$ cat src/common/tpm_mgmt_pkg.sv
/*
 * Shared codes and types for the TPM management block.
 * Command, response and handle values follow the TPM 2.0 library encodings.
 * Self-test and failure mode are not supported, so their codes are absent.
 * Enum encodings are visible on the top-level state outputs.
 */
`default_nettype none

package tpm_mgmt_pkg;

	//////////////////////////////////////////////////
	// Vector types
	//////////////////////////////////////////////////

	// Command code as presented by the command buffer
	typedef logic [15:0] cc_t;
	// Full response code returned to the response buffer
	typedef logic [31:0] rc_t;
	// Permanent hierarchy handle
	typedef logic [31:0] handle_t;
	// One-hot locality of the current command
	typedef logic [7:0]  locality_t;
	// TPM_SU value used by Startup, Shutdown and the orderly flag
	typedef logic [15:0] su_t;

	//////////////////////////////////////////////////
	// State machine and decision types
	//////////////////////////////////////////////////

	// Operational state with codes 4 and 5 left unused
	typedef enum logic [2:0] {
		OP_POWER_OFF   = 3'd0,
		OP_INIT        = 3'd1,
		OP_STARTUP     = 3'd2,
		OP_OPERATIONAL = 3'd3,
		OP_SHUTDOWN    = 3'd6
	} op_state_e;

	// Startup type reported to the execution engine
	typedef enum logic [2:0] {
		SU_DONE    = 3'd0,
		SU_RESET   = 3'd1,
		SU_RESTART = 3'd2,
		SU_RESUME  = 3'd3,
		SU_INVALID = 3'd4
	} startup_type_e;

	// Outcome of a HierarchyControl request
	typedef enum logic [1:0] {
		HC_NONE      = 2'd0,
		HC_OK        = 2'd1,
		HC_BAD_VALUE = 2'd2,
		HC_BAD_AUTH  = 2'd3
	} hc_verdict_e;

	//////////////////////////////////////////////////
	// Code values
	//////////////////////////////////////////////////

	localparam cc_t TPM_CC_HIERARCHYCONTROL = 16'h0121;
	localparam cc_t TPM_CC_STARTUP          = 16'h0144;
	localparam cc_t TPM_CC_SHUTDOWN         = 16'h0145;

	// INITIALIZE and AUTH_TYPE are format 0, VALUE is format 1
	localparam rc_t TPM_RC_SUCCESS    = 32'h0000_0000;
	localparam rc_t TPM_RC_INITIALIZE = 32'h0000_0100;
	localparam rc_t TPM_RC_AUTH_TYPE  = 32'h0000_0124;
	localparam rc_t TPM_RC_VALUE      = 32'h0000_0084;

	localparam su_t TPM_SU_CLEAR = 16'h0000;
	localparam su_t TPM_SU_STATE = 16'h0001;

	localparam handle_t TPM_RH_OWNER       = 32'h4000_0001;
	localparam handle_t TPM_RH_ENDORSEMENT = 32'h4000_000B;
	localparam handle_t TPM_RH_PLATFORM    = 32'h4000_000C;
	localparam handle_t TPM_RH_PLATFORM_NV = 32'h4000_000D;

	// Only locality zero may run HierarchyControl
	localparam locality_t TPM_LOC_ZERO = 8'b0000_0001;

endpackage

`default_nettype wire
$ cat src/common/mgmt_state_if.sv
/*
 * State view shared by the management control modules.
 * Carries no clock, every signal is registered by its driver.
 */
`default_nettype none

interface mgmt_state_if;
	import tpm_mgmt_pkg::*;

	op_state_e     op_state;
	logic          initialized;
	startup_type_e startup_type;
	logic          su_conflict;

	// The state machine owns the state and the latched init flag
	modport op_ctrl (output op_state, output initialized, input startup_type);
	// Startup decode owns the type and the parameter conflict
	modport startup (input op_state, output startup_type, output su_conflict);
	modport hierarchy (input op_state, input startup_type);
	modport response (input op_state, input initialized, input su_conflict);

endinterface

`default_nettype wire

$ cat src/logic/tpm_mgmt_top.sv
/*
 * Management block of a discrete TPM, without self-test or failure mode.
 * State moves only on clock edges with keystart_n_i low, tpm_rc_o on every edge.
 * A command and its parameters must be held until op_state_o shows its effect,
 * HierarchyControl for at least two key cycles. There is no back-pressure.
 */
`default_nettype none

module tpm_mgmt_top (
	input  wire                         clock_i,
	input  wire                         reset_n_i,
	input  wire                         keystart_n_i,
	input  tpm_mgmt_pkg::cc_t           tpm_cc_i,
	input  wire [32:0]                  cmd_param_i,
	input  tpm_mgmt_pkg::su_t           orderly_i,
	input  wire                         initialized_i,
	input  tpm_mgmt_pkg::handle_t       auth_hierarchy_i,
	input  tpm_mgmt_pkg::rc_t           exec_rc_i,
	input  tpm_mgmt_pkg::locality_t     locality_i,
	input  wire                         nv_ph_enable_nv_i,
	input  wire                         nv_sh_enable_i,
	input  wire                         nv_eh_enable_i,
	output tpm_mgmt_pkg::op_state_e     op_state_o,
	output tpm_mgmt_pkg::startup_type_e startup_type_o,
	output tpm_mgmt_pkg::rc_t           tpm_rc_o,
	output logic                        ph_enable_o,
	output logic                        ph_enable_nv_o,
	output logic                        sh_enable_o,
	output logic                        eh_enable_o,
	output tpm_mgmt_pkg::su_t           shutdown_save_o
);
	import tpm_mgmt_pkg::*;

	// Verdict of the hierarchy block, consumed by the response code
	hc_verdict_e hc_verdict;

	mgmt_state_if state_if ();

	// The low half of the parameter carries TPM_SU for Startup and Shutdown
	op_state_ctrl u_op_state_ctrl (
		.clock_i          (clock_i),
		.reset_n_i        (reset_n_i),
		.keystart_n_i     (keystart_n_i),
		.tpm_cc_i         (tpm_cc_i),
		.initialized_i    (initialized_i),
		.shutdown_param_i (cmd_param_i[15:0]),
		.shutdown_save_o  (shutdown_save_o),
		.st               (state_if.op_ctrl)
	);

	startup_decode u_startup_decode (
		.clock_i         (clock_i),
		.reset_n_i       (reset_n_i),
		.keystart_n_i    (keystart_n_i),
		.startup_param_i (cmd_param_i[15:0]),
		.orderly_i       (orderly_i),
		.st              (state_if.startup)
	);

	// For HierarchyControl the target handle sits above the yes/no bit
	hierarchy_ctrl u_hierarchy_ctrl (
		.clock_i           (clock_i),
		.reset_n_i         (reset_n_i),
		.keystart_n_i      (keystart_n_i),
		.tpm_cc_i          (tpm_cc_i),
		.locality_i        (locality_i),
		.auth_hierarchy_i  (auth_hierarchy_i),
		.target_param_i    (cmd_param_i[32:1]),
		.yes_no_i          (cmd_param_i[0]),
		.nv_ph_enable_nv_i (nv_ph_enable_nv_i),
		.nv_sh_enable_i    (nv_sh_enable_i),
		.nv_eh_enable_i    (nv_eh_enable_i),
		.ph_enable_o       (ph_enable_o),
		.ph_enable_nv_o    (ph_enable_nv_o),
		.sh_enable_o       (sh_enable_o),
		.eh_enable_o       (eh_enable_o),
		.hc_verdict_o      (hc_verdict),
		.st                (state_if.hierarchy)
	);

	response_code_gen u_response_code_gen (
		.clock_i       (clock_i),
		.reset_n_i     (reset_n_i),
		.tpm_cc_i      (tpm_cc_i),
		.initialized_i (initialized_i),
		.exec_rc_i     (exec_rc_i),
		.hc_verdict_i  (hc_verdict),
		.tpm_rc_o      (tpm_rc_o),
		.st            (state_if.response)
	);

	assign op_state_o     = state_if.op_state;
	assign startup_type_o = state_if.startup_type;

endmodule

`default_nettype wire

$ cat src/logic/response_code_gen.sv
/*
 * Response code for the command response buffer.
 * Registered one clock after its inputs and updated on every clock, not only
 * on key cycles. The old code is held when no rule applies.
 */
`default_nettype none

module response_code_gen (
	input  wire                       clock_i,
	input  wire                       reset_n_i,
	input  tpm_mgmt_pkg::cc_t         tpm_cc_i,
	input  wire                       initialized_i,
	input  tpm_mgmt_pkg::rc_t         exec_rc_i,
	input  tpm_mgmt_pkg::hc_verdict_e hc_verdict_i,
	output tpm_mgmt_pkg::rc_t         tpm_rc_o,
	mgmt_state_if.response            st
);
	import tpm_mgmt_pkg::*;

	rc_t rc_d;

	always_comb begin
		rc_d = tpm_rc_o;
		case (st.op_state)
			OP_INIT: begin
				// Nothing but Startup is accepted before initialization
				if (tpm_cc_i != TPM_CC_STARTUP) begin
					rc_d = TPM_RC_INITIALIZE;
				end
			end
			OP_STARTUP: begin
				if (st.su_conflict) begin
					rc_d = TPM_RC_VALUE;
				end
				// Completed initialization wins over a parameter error
				if (st.initialized) begin
					rc_d = TPM_RC_SUCCESS;
				end
			end
			OP_OPERATIONAL: begin
				// A second Startup after initialization is refused
				if ((tpm_cc_i == TPM_CC_STARTUP) && initialized_i) begin
					rc_d = TPM_RC_INITIALIZE;
				end else begin
					case (hc_verdict_i)
						HC_OK:        rc_d = TPM_RC_SUCCESS;
						HC_BAD_VALUE: rc_d = TPM_RC_VALUE;
						HC_BAD_AUTH:  rc_d = TPM_RC_AUTH_TYPE;
						default:      rc_d = exec_rc_i;
					endcase
				end
			end
			// Power-off and shutdown keep the last code
			default: rc_d = tpm_rc_o;
		endcase
	end

	always_ff @(posedge clock_i or negedge reset_n_i) begin
		if (!reset_n_i) begin
			tpm_rc_o <= TPM_RC_SUCCESS;
		end else begin
			tpm_rc_o <= rc_d;
		end
	end

endmodule

`default_nettype wire

$ cat src/logic/startup_decode.sv
/*
 * Startup-type decision from the Startup parameter and the orderly flag.
 * Both inputs are captured on every key cycle, the type only in STARTUP.
 * Outside STARTUP the registered type keeps its last value.
 */
`default_nettype none

module startup_decode (
	input  wire               clock_i,
	input  wire               reset_n_i,
	input  wire               keystart_n_i,
	input  tpm_mgmt_pkg::su_t startup_param_i,
	input  tpm_mgmt_pkg::su_t orderly_i,
	mgmt_state_if.startup     st
);
	import tpm_mgmt_pkg::*;

	su_t           startup_q;
	su_t           orderly_q;
	startup_type_e type_q;
	startup_type_e type_d;
	// Set once STARTUP has been seen, watched by the assertion below
	logic          seen_startup_q;

	always_ff @(posedge clock_i or negedge reset_n_i) begin
		if (!reset_n_i) begin
			startup_q      <= TPM_SU_CLEAR;
			orderly_q      <= TPM_SU_CLEAR;
			type_q         <= SU_DONE;
			seen_startup_q <= 1'b0;
		end else begin
			if (st.op_state == OP_STARTUP) begin
				seen_startup_q <= 1'b1;
			end
			if (!keystart_n_i) begin
				startup_q <= startup_param_i;
				orderly_q <= orderly_i;
				if (st.op_state == OP_STARTUP) begin
					type_q <= type_d;
				end
			end
		end
	end

	// Resume after a disorderly shutdown cannot be honoured
	assign st.su_conflict = (startup_q == TPM_SU_STATE) && (orderly_q == TPM_SU_CLEAR);

	always_comb begin
		type_d = SU_DONE;
		if (st.op_state == OP_STARTUP) begin
			if ((orderly_q == TPM_SU_STATE) && (startup_q == TPM_SU_STATE)) begin
				type_d = SU_RESUME;
			end else if ((orderly_q == TPM_SU_STATE) && (startup_q == TPM_SU_CLEAR)) begin
				type_d = SU_RESTART;
			end else if (st.su_conflict) begin
				type_d = SU_INVALID;
			end else begin
				type_d = SU_RESET;
			end
		end
	end

	assign st.startup_type = type_q;

	a_done_before_startup: assert property (@(posedge clock_i) disable iff (!reset_n_i)
		!seen_startup_q |-> (type_q == SU_DONE));

endmodule

`default_nettype wire

$ cat src/logic/op_state_ctrl.sv
/*
 * Operational-state machine of the TPM management block.
 * Takes exactly one step per key cycle. The startup type and the latched
 * init flag it reads are registered, so STARTUP lasts at least two key cycles.
 */
`default_nettype none

module op_state_ctrl (
	input  wire                   clock_i,
	input  wire                   reset_n_i,
	input  wire                   keystart_n_i,
	input  tpm_mgmt_pkg::cc_t     tpm_cc_i,
	input  wire                   initialized_i,
	input  tpm_mgmt_pkg::su_t     shutdown_param_i,
	output tpm_mgmt_pkg::su_t     shutdown_save_o,
	mgmt_state_if.op_ctrl         st
);
	import tpm_mgmt_pkg::*;

	op_state_e state_q;
	op_state_e state_d;
	logic      initialized_q;

	//////////////////////////////////////////////////
	// Next state
	//////////////////////////////////////////////////

	always_comb begin
		state_d = state_q;
		case (state_q)
			// Power-off always falls through to initialization
			OP_POWER_OFF: state_d = OP_INIT;
			OP_INIT: begin
				// Only Startup leaves initialization
				if (tpm_cc_i == TPM_CC_STARTUP) begin
					state_d = OP_STARTUP;
				end
			end
			OP_STARTUP: begin
				// The execution engine reports completion through the latched flag
				if (initialized_q) begin
					state_d = OP_OPERATIONAL;
				end else if (st.startup_type == SU_INVALID) begin
					// A bad parameter pairing makes the root of trust retry Startup
					state_d = OP_INIT;
				end
			end
			OP_OPERATIONAL: begin
				if (tpm_cc_i == TPM_CC_SHUTDOWN) begin
					state_d = OP_SHUTDOWN;
				end
			end
			OP_SHUTDOWN: state_d = OP_OPERATIONAL;
			default: state_d = OP_POWER_OFF;
		endcase
	end

	//////////////////////////////////////////////////
	// Registers
	//////////////////////////////////////////////////

	always_ff @(posedge clock_i or negedge reset_n_i) begin
		if (!reset_n_i) begin
			state_q         <= OP_POWER_OFF;
			initialized_q   <= 1'b0;
			shutdown_save_o <= TPM_SU_CLEAR;
		end else if (!keystart_n_i) begin
			state_q <= state_d;
			// The init flag is sampled only while startup is running
			if (state_q == OP_STARTUP) begin
				initialized_q <= initialized_i;
			end
			// Shutdown type is kept for the next orderly check
			if (state_q == OP_SHUTDOWN) begin
				shutdown_save_o <= shutdown_param_i;
			end
		end
	end

	assign st.op_state    = state_q;
	assign st.initialized = initialized_q;

	// The unused encodings 4, 5 and 7 must never be reached
	a_state_legal: assert property (@(posedge clock_i) disable iff (!reset_n_i)
		state_q inside {OP_POWER_OFF, OP_INIT, OP_STARTUP, OP_OPERATIONAL, OP_SHUTDOWN});

endmodule

`default_nettype wire

$ cat src/hierarchy/hierarchy_ctrl.sv
/*
 * Hierarchy enables and the HierarchyControl authorization rules.
 * Request fields are captured on a key cycle in OPERATIONAL and judged on the
 * next one, so the command must be held for two key cycles.
 * Only locality zero is served, other localities see no verdict.
 */
`default_nettype none

module hierarchy_ctrl (
	input  wire                       clock_i,
	input  wire                       reset_n_i,
	input  wire                       keystart_n_i,
	input  tpm_mgmt_pkg::cc_t         tpm_cc_i,
	input  tpm_mgmt_pkg::locality_t   locality_i,
	input  tpm_mgmt_pkg::handle_t     auth_hierarchy_i,
	input  tpm_mgmt_pkg::handle_t     target_param_i,
	input  wire                       yes_no_i,
	input  wire                       nv_ph_enable_nv_i,
	input  wire                       nv_sh_enable_i,
	input  wire                       nv_eh_enable_i,
	output logic                      ph_enable_o,
	output logic                      ph_enable_nv_o,
	output logic                      sh_enable_o,
	output logic                      eh_enable_o,
	output tpm_mgmt_pkg::hc_verdict_e hc_verdict_o,
	mgmt_state_if.hierarchy           st
);
	import tpm_mgmt_pkg::*;

	handle_t auth_q;
	handle_t target_q;
	logic    yes_no_q;
	logic    startup_load;
	logic    hc_request;

	// The load runs only once the type has been decided and is usable
	assign startup_load = (st.op_state == OP_STARTUP) &&
		(st.startup_type != SU_DONE) && (st.startup_type != SU_INVALID);

	assign hc_request = (st.op_state == OP_OPERATIONAL) &&
		(tpm_cc_i == TPM_CC_HIERARCHYCONTROL) && (locality_i == TPM_LOC_ZERO);

	//////////////////////////////////////////////////
	// Authorization rules
	//////////////////////////////////////////////////

	always_comb begin
		hc_verdict_o = HC_NONE;
		if (hc_request) begin
			case (auth_q)
				TPM_RH_PLATFORM: begin
					// Platform may switch the others either way but only drop itself
					if ((target_q == TPM_RH_ENDORSEMENT) || (target_q == TPM_RH_OWNER) ||
						(target_q == TPM_RH_PLATFORM_NV) ||
						((target_q == TPM_RH_PLATFORM) && !yes_no_q)) begin
						hc_verdict_o = HC_OK;
					end else begin
						hc_verdict_o = HC_BAD_VALUE;
					end
				end
				TPM_RH_OWNER: begin
					hc_verdict_o = ((target_q == TPM_RH_OWNER) && !yes_no_q) ?
						HC_OK : HC_BAD_AUTH;
				end
				TPM_RH_ENDORSEMENT: begin
					hc_verdict_o = ((target_q == TPM_RH_ENDORSEMENT) && !yes_no_q) ?
						HC_OK : HC_BAD_AUTH;
				end
				// Any other authorization is left to the execution engine
				default: hc_verdict_o = HC_NONE;
			endcase
		end
	end

	//////////////////////////////////////////////////
	// Capture and enables
	//////////////////////////////////////////////////

	always_ff @(posedge clock_i or negedge reset_n_i) begin
		if (!reset_n_i) begin
			auth_q         <= '0;
			target_q       <= '0;
			yes_no_q       <= 1'b0;
			ph_enable_o    <= 1'b0;
			ph_enable_nv_o <= 1'b0;
			sh_enable_o    <= 1'b0;
			eh_enable_o    <= 1'b0;
		end else if (!keystart_n_i) begin
			if (startup_load) begin
				// Platform is always enabled after any startup
				ph_enable_o <= 1'b1;
				if (st.startup_type == SU_RESUME) begin
					ph_enable_nv_o <= nv_ph_enable_nv_i;
					sh_enable_o    <= nv_sh_enable_i;
					eh_enable_o    <= nv_eh_enable_i;
				end else begin
					ph_enable_nv_o <= 1'b1;
					sh_enable_o    <= 1'b1;
					eh_enable_o    <= 1'b1;
				end
			end else if (st.op_state == OP_OPERATIONAL) begin
				auth_q   <= auth_hierarchy_i;
				target_q <= target_param_i;
				yes_no_q <= yes_no_i;
				if (hc_verdict_o == HC_OK) begin
					case (target_q)
						TPM_RH_ENDORSEMENT: eh_enable_o    <= yes_no_q;
						TPM_RH_OWNER:       sh_enable_o    <= yes_no_q;
						TPM_RH_PLATFORM_NV: ph_enable_nv_o <= yes_no_q;
						TPM_RH_PLATFORM:    ph_enable_o    <= yes_no_q;
						default:            ph_enable_o    <= ph_enable_o;
					endcase
				end
			end
		end
	end

	// Only a startup load may turn the platform hierarchy back on
	a_ph_no_rise_op: assert property (@(posedge clock_i) disable iff (!reset_n_i)
		$rose(ph_enable_o) |-> ($past(st.op_state) != OP_OPERATIONAL));

endmodule

`default_nettype wire

$ cat config.mk
export PLATFORM = sky130hd
export DESIGN_NAME = tpm_mgmt_top
export DESIGN_NICKNAME = d
export VERILOG_FILES = /design/src/common/tpm_mgmt_pkg.sv /design/src/common/mgmt_state_if.sv /design/src/logic/tpm_mgmt_top.sv /design/src/logic/response_code_gen.sv /design/src/logic/startup_decode.sv /design/src/logic/op_state_ctrl.sv /design/src/hierarchy/hierarchy_ctrl.sv
export SDC_FILE = /design/constraint.sdc
export NUM_CORES = 1
export LEC_CHECK = 0
export ABC_AREA = 1
export BUFFER_PORTS_ARGS = -buffer_cell sky130_fd_sc_hd__buf_2
export CELL_PAD_IN_SITES_DETAIL_PLACEMENT = 1
export CELL_PAD_IN_SITES_GLOBAL_PLACEMENT = 2
export CORE_MARGIN = 1.5
export CORE_UTILIZATION = 28
export CTS_CLUSTER_SIZE = 20
export DETAILED_ROUTE_END_ITERATION = 16
export GPL_ROUTABILITY_DRIVEN = 0
export GPL_TIMING_DRIVEN = 0
export PLACE_DENSITY_LB_ADDON = 0.1
export REMOVE_ABC_BUFFERS = 1
export SLEW_MARGIN = 20
export SYNTH_ARGS = -nofsm -noshare
export SYNTH_HDL_FRONTEND = slang
export SYNTH_SLANG_ARGS = --single-unit
$ cat constraint.sdc
create_clock -name clock_i -period 1.5 [get_ports clock_i]
set_input_delay 0.45 -clock clock_i [delete_from_list [all_inputs] [get_ports clock_i]]
set_output_delay 0.45 -clock clock_i [all_outputs]
set_load 0.01 [all_outputs]
* Word-level counts from Yosys, hierarchy flattened
Cells that the tools add are included.
** Storage, ports and cells
- Memories :: 0
- Memory bits (read-only) :: 0
- Memory bits (writable) :: 0
- Latch bits :: 0
- Output and inout bits :: 58
- Logic and storage cells :: 118
- Bits in registers :: 156
** Operators by class
- Reductions and logical operators :: 35
- Equality and inequality tests :: 29
- $mul :: 0
- Div/mod/pow operators :: 0
- Add/sub/neg operators :: 0
- $lt $le $gt $ge :: 0
- Shifts and indexed selects :: 0
- Bitwise logic cells :: 2
- Mux-type cells :: 38
** Operators with widths (number)
- 32-bit by 31-bit == test with 1-bit output, second input constant :: 7
- 32-bit one-hot mux with 3 select lines :: 2
- 32-bit 2-to-1 mux :: 4
- 16-bit by 9-bit == test with 1-bit output, second input constant :: 3
- 16-bit by 1-bit == test with 1-bit output, second input constant :: 2
- 16-bit zero test :: 2
- 3-bit 2-to-1 mux :: 7
- 4-bit AND reduction :: 5
- 1-bit 2-to-1 mux :: 19
- 16-bit by 9-bit != test with 1-bit output, second input constant :: 1
- 3-bit one-hot mux with 5 select lines :: 1
- 2-bit nonzero test :: 6
- 1-bit logical AND :: 11
- 3-bit by 2-bit == test with 1-bit output, second input constant :: 3
- 3-bit != test, second input constant :: 3
- 8-bit by 1-bit == test with 1-bit output, second input constant :: 1
- 2-bit 2-to-1 mux :: 4
- 3-bit == test, second input constant :: 2
- 2-bit one-hot mux with 3 select lines :: 1
- 3-bit AND reduction :: 2
- 3-bit nonzero test :: 2
- 2-bit == test, second input constant :: 2
- 2-bit by 1-bit != test with 1-bit output, second input constant :: 2
- 2-bit AND reduction :: 2
- other kinds (7) :: 10

* Depth between registers and ports, before layout
- Depth in word-level cells :: 11
- Depth in mapped cells :: 17
- Mapped depth without buffers :: 17

* Hierarchy
From an unflattened synthesis, not the netlist that was laid out.
** Unflattened totals
- Cell total of the unflattened synthesis :: 844
- Area, all modules :: 7583.5 um^2
** Modules (own cells, without submodules)
- hierarchy_ctrl :: area each 3429.5 um^2, cells each 368, seq. area each 1726.7 um^2, instances 1
- response_code_gen :: area each 1639.1 um^2, cells each 189, seq. area each 800.8 um^2, instances 1
- startup_decode :: area each 1544.0 um^2, cells each 198, seq. area each 875.8 um^2, instances 1
- op_state_ctrl :: area each 970.9 um^2, cells each 89, seq. area each 500.5 um^2, instances 1

* Least setup slack after synthesis
Ideal clock, no wire load.
- Path kind :: input -> register
- Start :: input tpm_cc_i[6]
- End :: register u_hierarchy_ctrl.eh_enable_o
- Path buffers :: 0
- Setup slack :: -0.119 ns
- Arrival time :: 1.502 ns
- Stages :: 14
- Path through :: inv_1 > nand2_1 > nor3_1 > nand3_1 > nor2_1 > nand2_1 > a21oi_4 > nand2_1 > clkinv_2 > nand2_4 > nand2_4 > nand3_1 > nand2_1 > nand2_1
** On the way
- Cells in the longest elaborated chain, start to end :: 7
** RTL lines
- start, declared :: RTL line tpm_mgmt_top.sv:13 : input tpm_mgmt_pkg::cc_t tpm_cc_i,
- 16-bit by 9-bit == test with 1-bit output :: RTL line hierarchy_ctrl.sv:41 : (tpm_cc_i == TPM_CC_HIERARCHYCONTROL) && (locality_i == TPM_LOC_ZERO);
- 1-bit logical AND :: RTL line hierarchy_ctrl.sv:40 : assign hc_request = (st.op_state == OP_OPERATIONAL) &&
- 1-bit logical AND :: RTL line hierarchy_ctrl.sv:41
- 2-bit 2-to-1 mux :: RTL line hierarchy_ctrl.sv:49 : if (hc_request) begin
- 2-bit by 1-bit == test with 1-bit output :: RTL line hierarchy_ctrl.sv:105 : if (hc_verdict_o == HC_OK) begin
- 2-bit nonzero test (no source line)
- 4-bit AND reduction (no source line)
- end signal, assigned :: RTL line hierarchy_ctrl.sv:95 : eh_enable_o <= nv_eh_enable_i;
- end signal, assigned :: RTL line hierarchy_ctrl.sv:107 : TPM_RH_ENDORSEMENT: eh_enable_o <= yes_no_q;
- end, declared :: RTL line hierarchy_ctrl.sv:24 : output logic eh_enable_o,
Every way passes these cells.
A chain may end at the register's enable or synchronous reset.

* Final worst setup path
- Start :: register u_hierarchy_ctrl.auth_q[15]
- End :: register u_hierarchy_ctrl.sh_enable_o
** On the way
- Cells in the longest elaborated chain, start to end :: 6
** RTL lines
- start, declared :: RTL line hierarchy_ctrl.sv:30 : handle_t auth_q;
- start signal, assigned :: RTL line hierarchy_ctrl.sv:102 : auth_q <= auth_hierarchy_i;
- 32-bit by 31-bit == test with 1-bit output :: RTL line hierarchy_ctrl.sv:50 : case (auth_q)
- 2-bit one-hot mux with 3 select lines (*) :: RTL line hierarchy_ctrl.sv:50
- 2-bit 2-to-1 mux (*) :: RTL line hierarchy_ctrl.sv:49
- 2-bit by 1-bit == test with 1-bit output (*) :: RTL line hierarchy_ctrl.sv:105
- 2-bit nonzero test (no source line) (*)
- 4-bit AND reduction (no source line) (*)
- end signal, assigned :: RTL line hierarchy_ctrl.sv:94 : sh_enable_o <= nv_sh_enable_i;
- end signal, assigned :: RTL line hierarchy_ctrl.sv:108 : TPM_RH_OWNER: sh_enable_o <= yes_no_q;
- end, declared :: RTL line hierarchy_ctrl.sv:23 : output logic sh_enable_o,
Every way passes the cells marked *; elsewhere a longest branch is shown, timed or not.

==> flow_summary.json <==
{
  "firstDrtPassIters": 4,
  "total_power_uw": 18800,
  "tritoncts": "done",
  "numCtsBuffers": 17,
  "first_iter_violations": 206,
  "fmax_ghz": 0.524,
  "final.period_utilization_pct": 127,
  "yosysSeqAreaShare_pct": 57.2,
  "fin_skew_ns": 0.0104,
  "ir_worst_vdd_v": 0.000703,
  "required_ns": 1.81,
  "violations": "negative setup slack",
  "regArea_um2": 3910,
  "synthMuxAreaShare_pct": 7.43,
  "p_per_area_nw_per_um2": 1850,
  "synth_area_leaders": "dfrtp_1 (57%), nand2_1 (9.5%), mux2_2 (7.4%)",
  "synth-compound-area-share_pct": 10.1,
  "hold_viol": 0,
  "postLayoutCellArea_um2": 10100,
  "yosys.area_share.adder_pct": 0,
  "gr-total-overflow": 0,
  "worst_slew_pin_slew_ns": 0.563,
  "final_nets": 1108,
  "startpoint_type": "flip-flop",
  "postPlaceCellArea_um2": 8150,
  "leakage_uw": 0.00507,
  "synth_top_family_by_area": "simple AND/OR/NAND/NOR gates",
  "viasPerCell": 4.64,
  "grt_usage_pct": 17.3,
  "multi_input_area_um2": 3200,
  "period_minus_slack_ns": 1.91,
  "critical_path.max_fanout": 8,
  "synth_top_area_share_pct": 57.2,
  "ys_warn_count": 0,
  "rows": 56,
  "status": "complete, but fails checks",
  "routed_wl_mm": 22.6,
  "dr_total_vias": 6003,
  "drive_gt1_share_pct": 45.3,
  "syn-instance-count": 711,
  "worst-setup-path-type": "reg -> reg",
  "num_antenna_cells": 0,
  "postLayoutCoreUtil_pct": 42.8,
  "wl_per_cell_um": 17.5,
  "rsz0062_at_grt": "true",
  "drcViolationCount": 0,
  "final.setup.worst_slack_ns": -0.409,
  "end_kind": "flip-flop",
  "clockRootBuffer": "clkbuf_16",
  "avgSynthCellArea_um2": 9.60,
  "synth_largest_area_cell": "dfrtp_1",
  "drv_slew": 0,
  "die_w_um": 159,
  "ys_types": 34,
  "grt_pass1_wl_mm": 34.5,
  "drv_cap": 0,
  "die_h_um": 159,
  "tns_ns": -26.24,
  "synth-simple-area-share_pct": 19.5,
  "grt_start_max_net_pins": 94,
  "numClockSinks": 156,
  "clkSlewWorstSetupHoldPaths_ns": 0.07,
  "dp_hpwl_mm": 13.5,
  "htreeDepth": 4,
  "coreArea_um2": 23700,
  "slew-limit-headroom_pct": 62.4,
  "synth_xor_area_share_pct": 0,
  "netlist_area_um2": 6820,
  "hold_class": "in -> reg",
  "initial_core_util_pct": 28.8,
  "antenna_found_initial": 0,
  "finalSetupViolCount": 119,
  "area_delta_synth_final_pct": 48.6,
  "critical_path_arrival_ns": 2.22,
  "grt_pass1_vias": 6459,
  "ioPinCount": 202,
  "fill_cells": 2707,
  "portBuffers": 201,
  "dieArea_um2": 25300,
  "ys_seq_elements": 156,
  "clk_latency_ns": 0.43,
  "ant_nets": 0,
  "max-clock-path-buffers": 2
}
-- metal layers --
metal / wire, µm / vias up / track usage (%) / share of wire, %
met5: 0 / - / 0 / 0
met4: 299 / 0 / 5.57 / 1.3
met3: 896 / 20 / 3.20 / 4.0
met2: 11500 / 148 / 30.1 / 51
met1: 9950 / 2968 / 21.6 / 44
li1: - / 2867 / - / -
-- flip-flops by register name (all words and copies together), names as in the netlist, 3 cells and up --
| register | flops |
|---|---|
| u_hierarchy_ctrl.auth_q | 32 |
| u_hierarchy_ctrl.target_q | 32 |
| u_op_state_ctrl.shutdown_save_o | 16 |
| u_op_state_ctrl.st.op_state | 3 |
| u_response_code_gen.tpm_rc_o | 32 |
| u_startup_decode.orderly_q | 16 |
| u_startup_decode.st.startup_type | 3 |
| u_startup_decode.startup_q | 16 |
-- what timing repair did --
action / CTS / global route
endpoints found under the hold margin: 43 / 0
buffers inserted: 27 / 20
setup endpoints to repair: 134 / 218
hold buffers: 1 / 0
pin swaps: 21 / 33
cloned: 11 / 5
resized for setup: 105 / 128
-- critical path: stages, from the launching register on --
cell and delay [ns]:
dfrtp_1 0.41, nor2_1 0.14, nand2_1 0.08, nor2_2 0.13
nand3_2 0.15, inv_4 0.11, o21ai_4 0.07, a21oi_4 0.20
nand2_2 0.09, clkinv_2 0.07, nand2_4 0.07, nand2_8 0.08
nand3_1 0.07, nand2_1 0.08, nand2_1 0.05
-- synth_stat cells --
cell and instances:
a21oi_1 8, a21oi_4 1, a22oi_1 1, a31oi_1 1, a32o_1 28, buf_1 1
buf_2 9, buf_6 5, clkbuf_1 13, clkinv_1 1, clkinv_2 2, dfrtp_1 156
inv_1 55, inv_2 4, mux2_2 45, nand2_1 173, nand2_2 5, nand2_4 3
nand3_1 24, nand3_2 1, nand3b_1 2, nand4_1 12, nor2_1 81, nor2_2 1
nor2_4 1, nor3_1 7, nor3_2 1, nor4_1 3, o211ai_1 2, o21ai_0 59
o21ai_2 1, o31ai_1 3, or2_1 1, or2_2 1
-- per-stage QoR --
stage | setup WS [ns] | hold slack (ns) | cells
final | -0.409 | 0.220 | 1295
after global routing | -0.585 | 0.220 | 1295
after CTS | -0.518 | 0.199 | 1274
after detailed placement | -1.53 | 0.430 | 1205
after global placement | -3.01 | 0.452 | 1203
after floorplan | -1.30 | 0.154 | 683
-- kinds of logic (layout without fill, tap and decap cells) --
logic type | count (synthesis) | count (layout)
compound gates | 104 | 104
flops | 156 | 156
simple gates | 316 | 322
mux | 45 | 45
buf+inv | 90 | 349
-- power by group --
part / internal [µW] / switching [µW] / leakage (µW)
logic: 3700 / 3850 / 0.00285
registers: 5800 / 993 / 0.00194
clock network: 2490 / 1920 / 0.000277
-- cell usage in the layout (no fill, tap or decap), types with 5 or more instances in the layout --
cell / synthesis / final
buf_2: 9 / 195
inv_6: 0 / 6
nand3_1: 24 / 16
nor2_1: 81 / 57
buf_16: 0 / 6
buf_4: 0 / 23
nand2_2: 5 / 23
nand2_1: 173 / 149
inv_1: 55 / 48
buf_8: 0 / 6
nand3_2: 1 / 9
nand4_1: 12 / 12
a32o_1: 28 / 28
inv_2: 4 / 6
clkbuf_16: 0 / 20
nand2_8: 0 / 9
clkinvlp_4: 0 / 5
a21oi_2: 0 / 5
nand2_4: 3 / 5
nor3_1: 7 / 6
buf_6: 5 / 15
buf_12: 0 / 6
mux2_4: 0 / 38
nor2_2: 1 / 12
mux2_2: 45 / 7
o21ai_1: 0 / 13
nor2_4: 1 / 14
o21ai_2: 1 / 9
o21ai_0: 59 / 36
dfrtp_1: 156 / 153
-- path summary, 6_finish.rpt --
kind	start	end	slack (ns)	cells past startpoint
setup / recovery	u_hierarchy_ctrl.auth_q[15]	u_hierarchy_ctrl.sh_enable_o	-0.41	14
hold / removal	orderly_i[13]	u_startup_decode.orderly_q[13]	0.22	3
setup reg to reg	u_hierarchy_ctrl.auth_q[15]	u_hierarchy_ctrl.sh_enable_o	-0.41	14
hold reg to reg	u_hierarchy_ctrl.ph_enable_o	u_hierarchy_ctrl.ph_enable_o	0.47	2
max in group asynchronous	reset_n_i	u_op_state_ctrl.st.op_state[0]	0.24	3
min in group asynchronous	reset_n_i	u_response_code_gen.tpm_rc_o[5]	0.56	2
-- final cells by class --
type | instances | area share [%]
multi-input combinational | 471 | 31.5
clock inverter | 13 | 1.53
timing repair inverter | 1 | 0.0740
inverter | 62 | 2.62
sequential | 156 | 38.5
clock buffer | 18 | 4.23
timing repair buffer | 255 | 17.5
tap | 319 | 3.94
No activity file was read; power rests on OpenSTA's default activity.
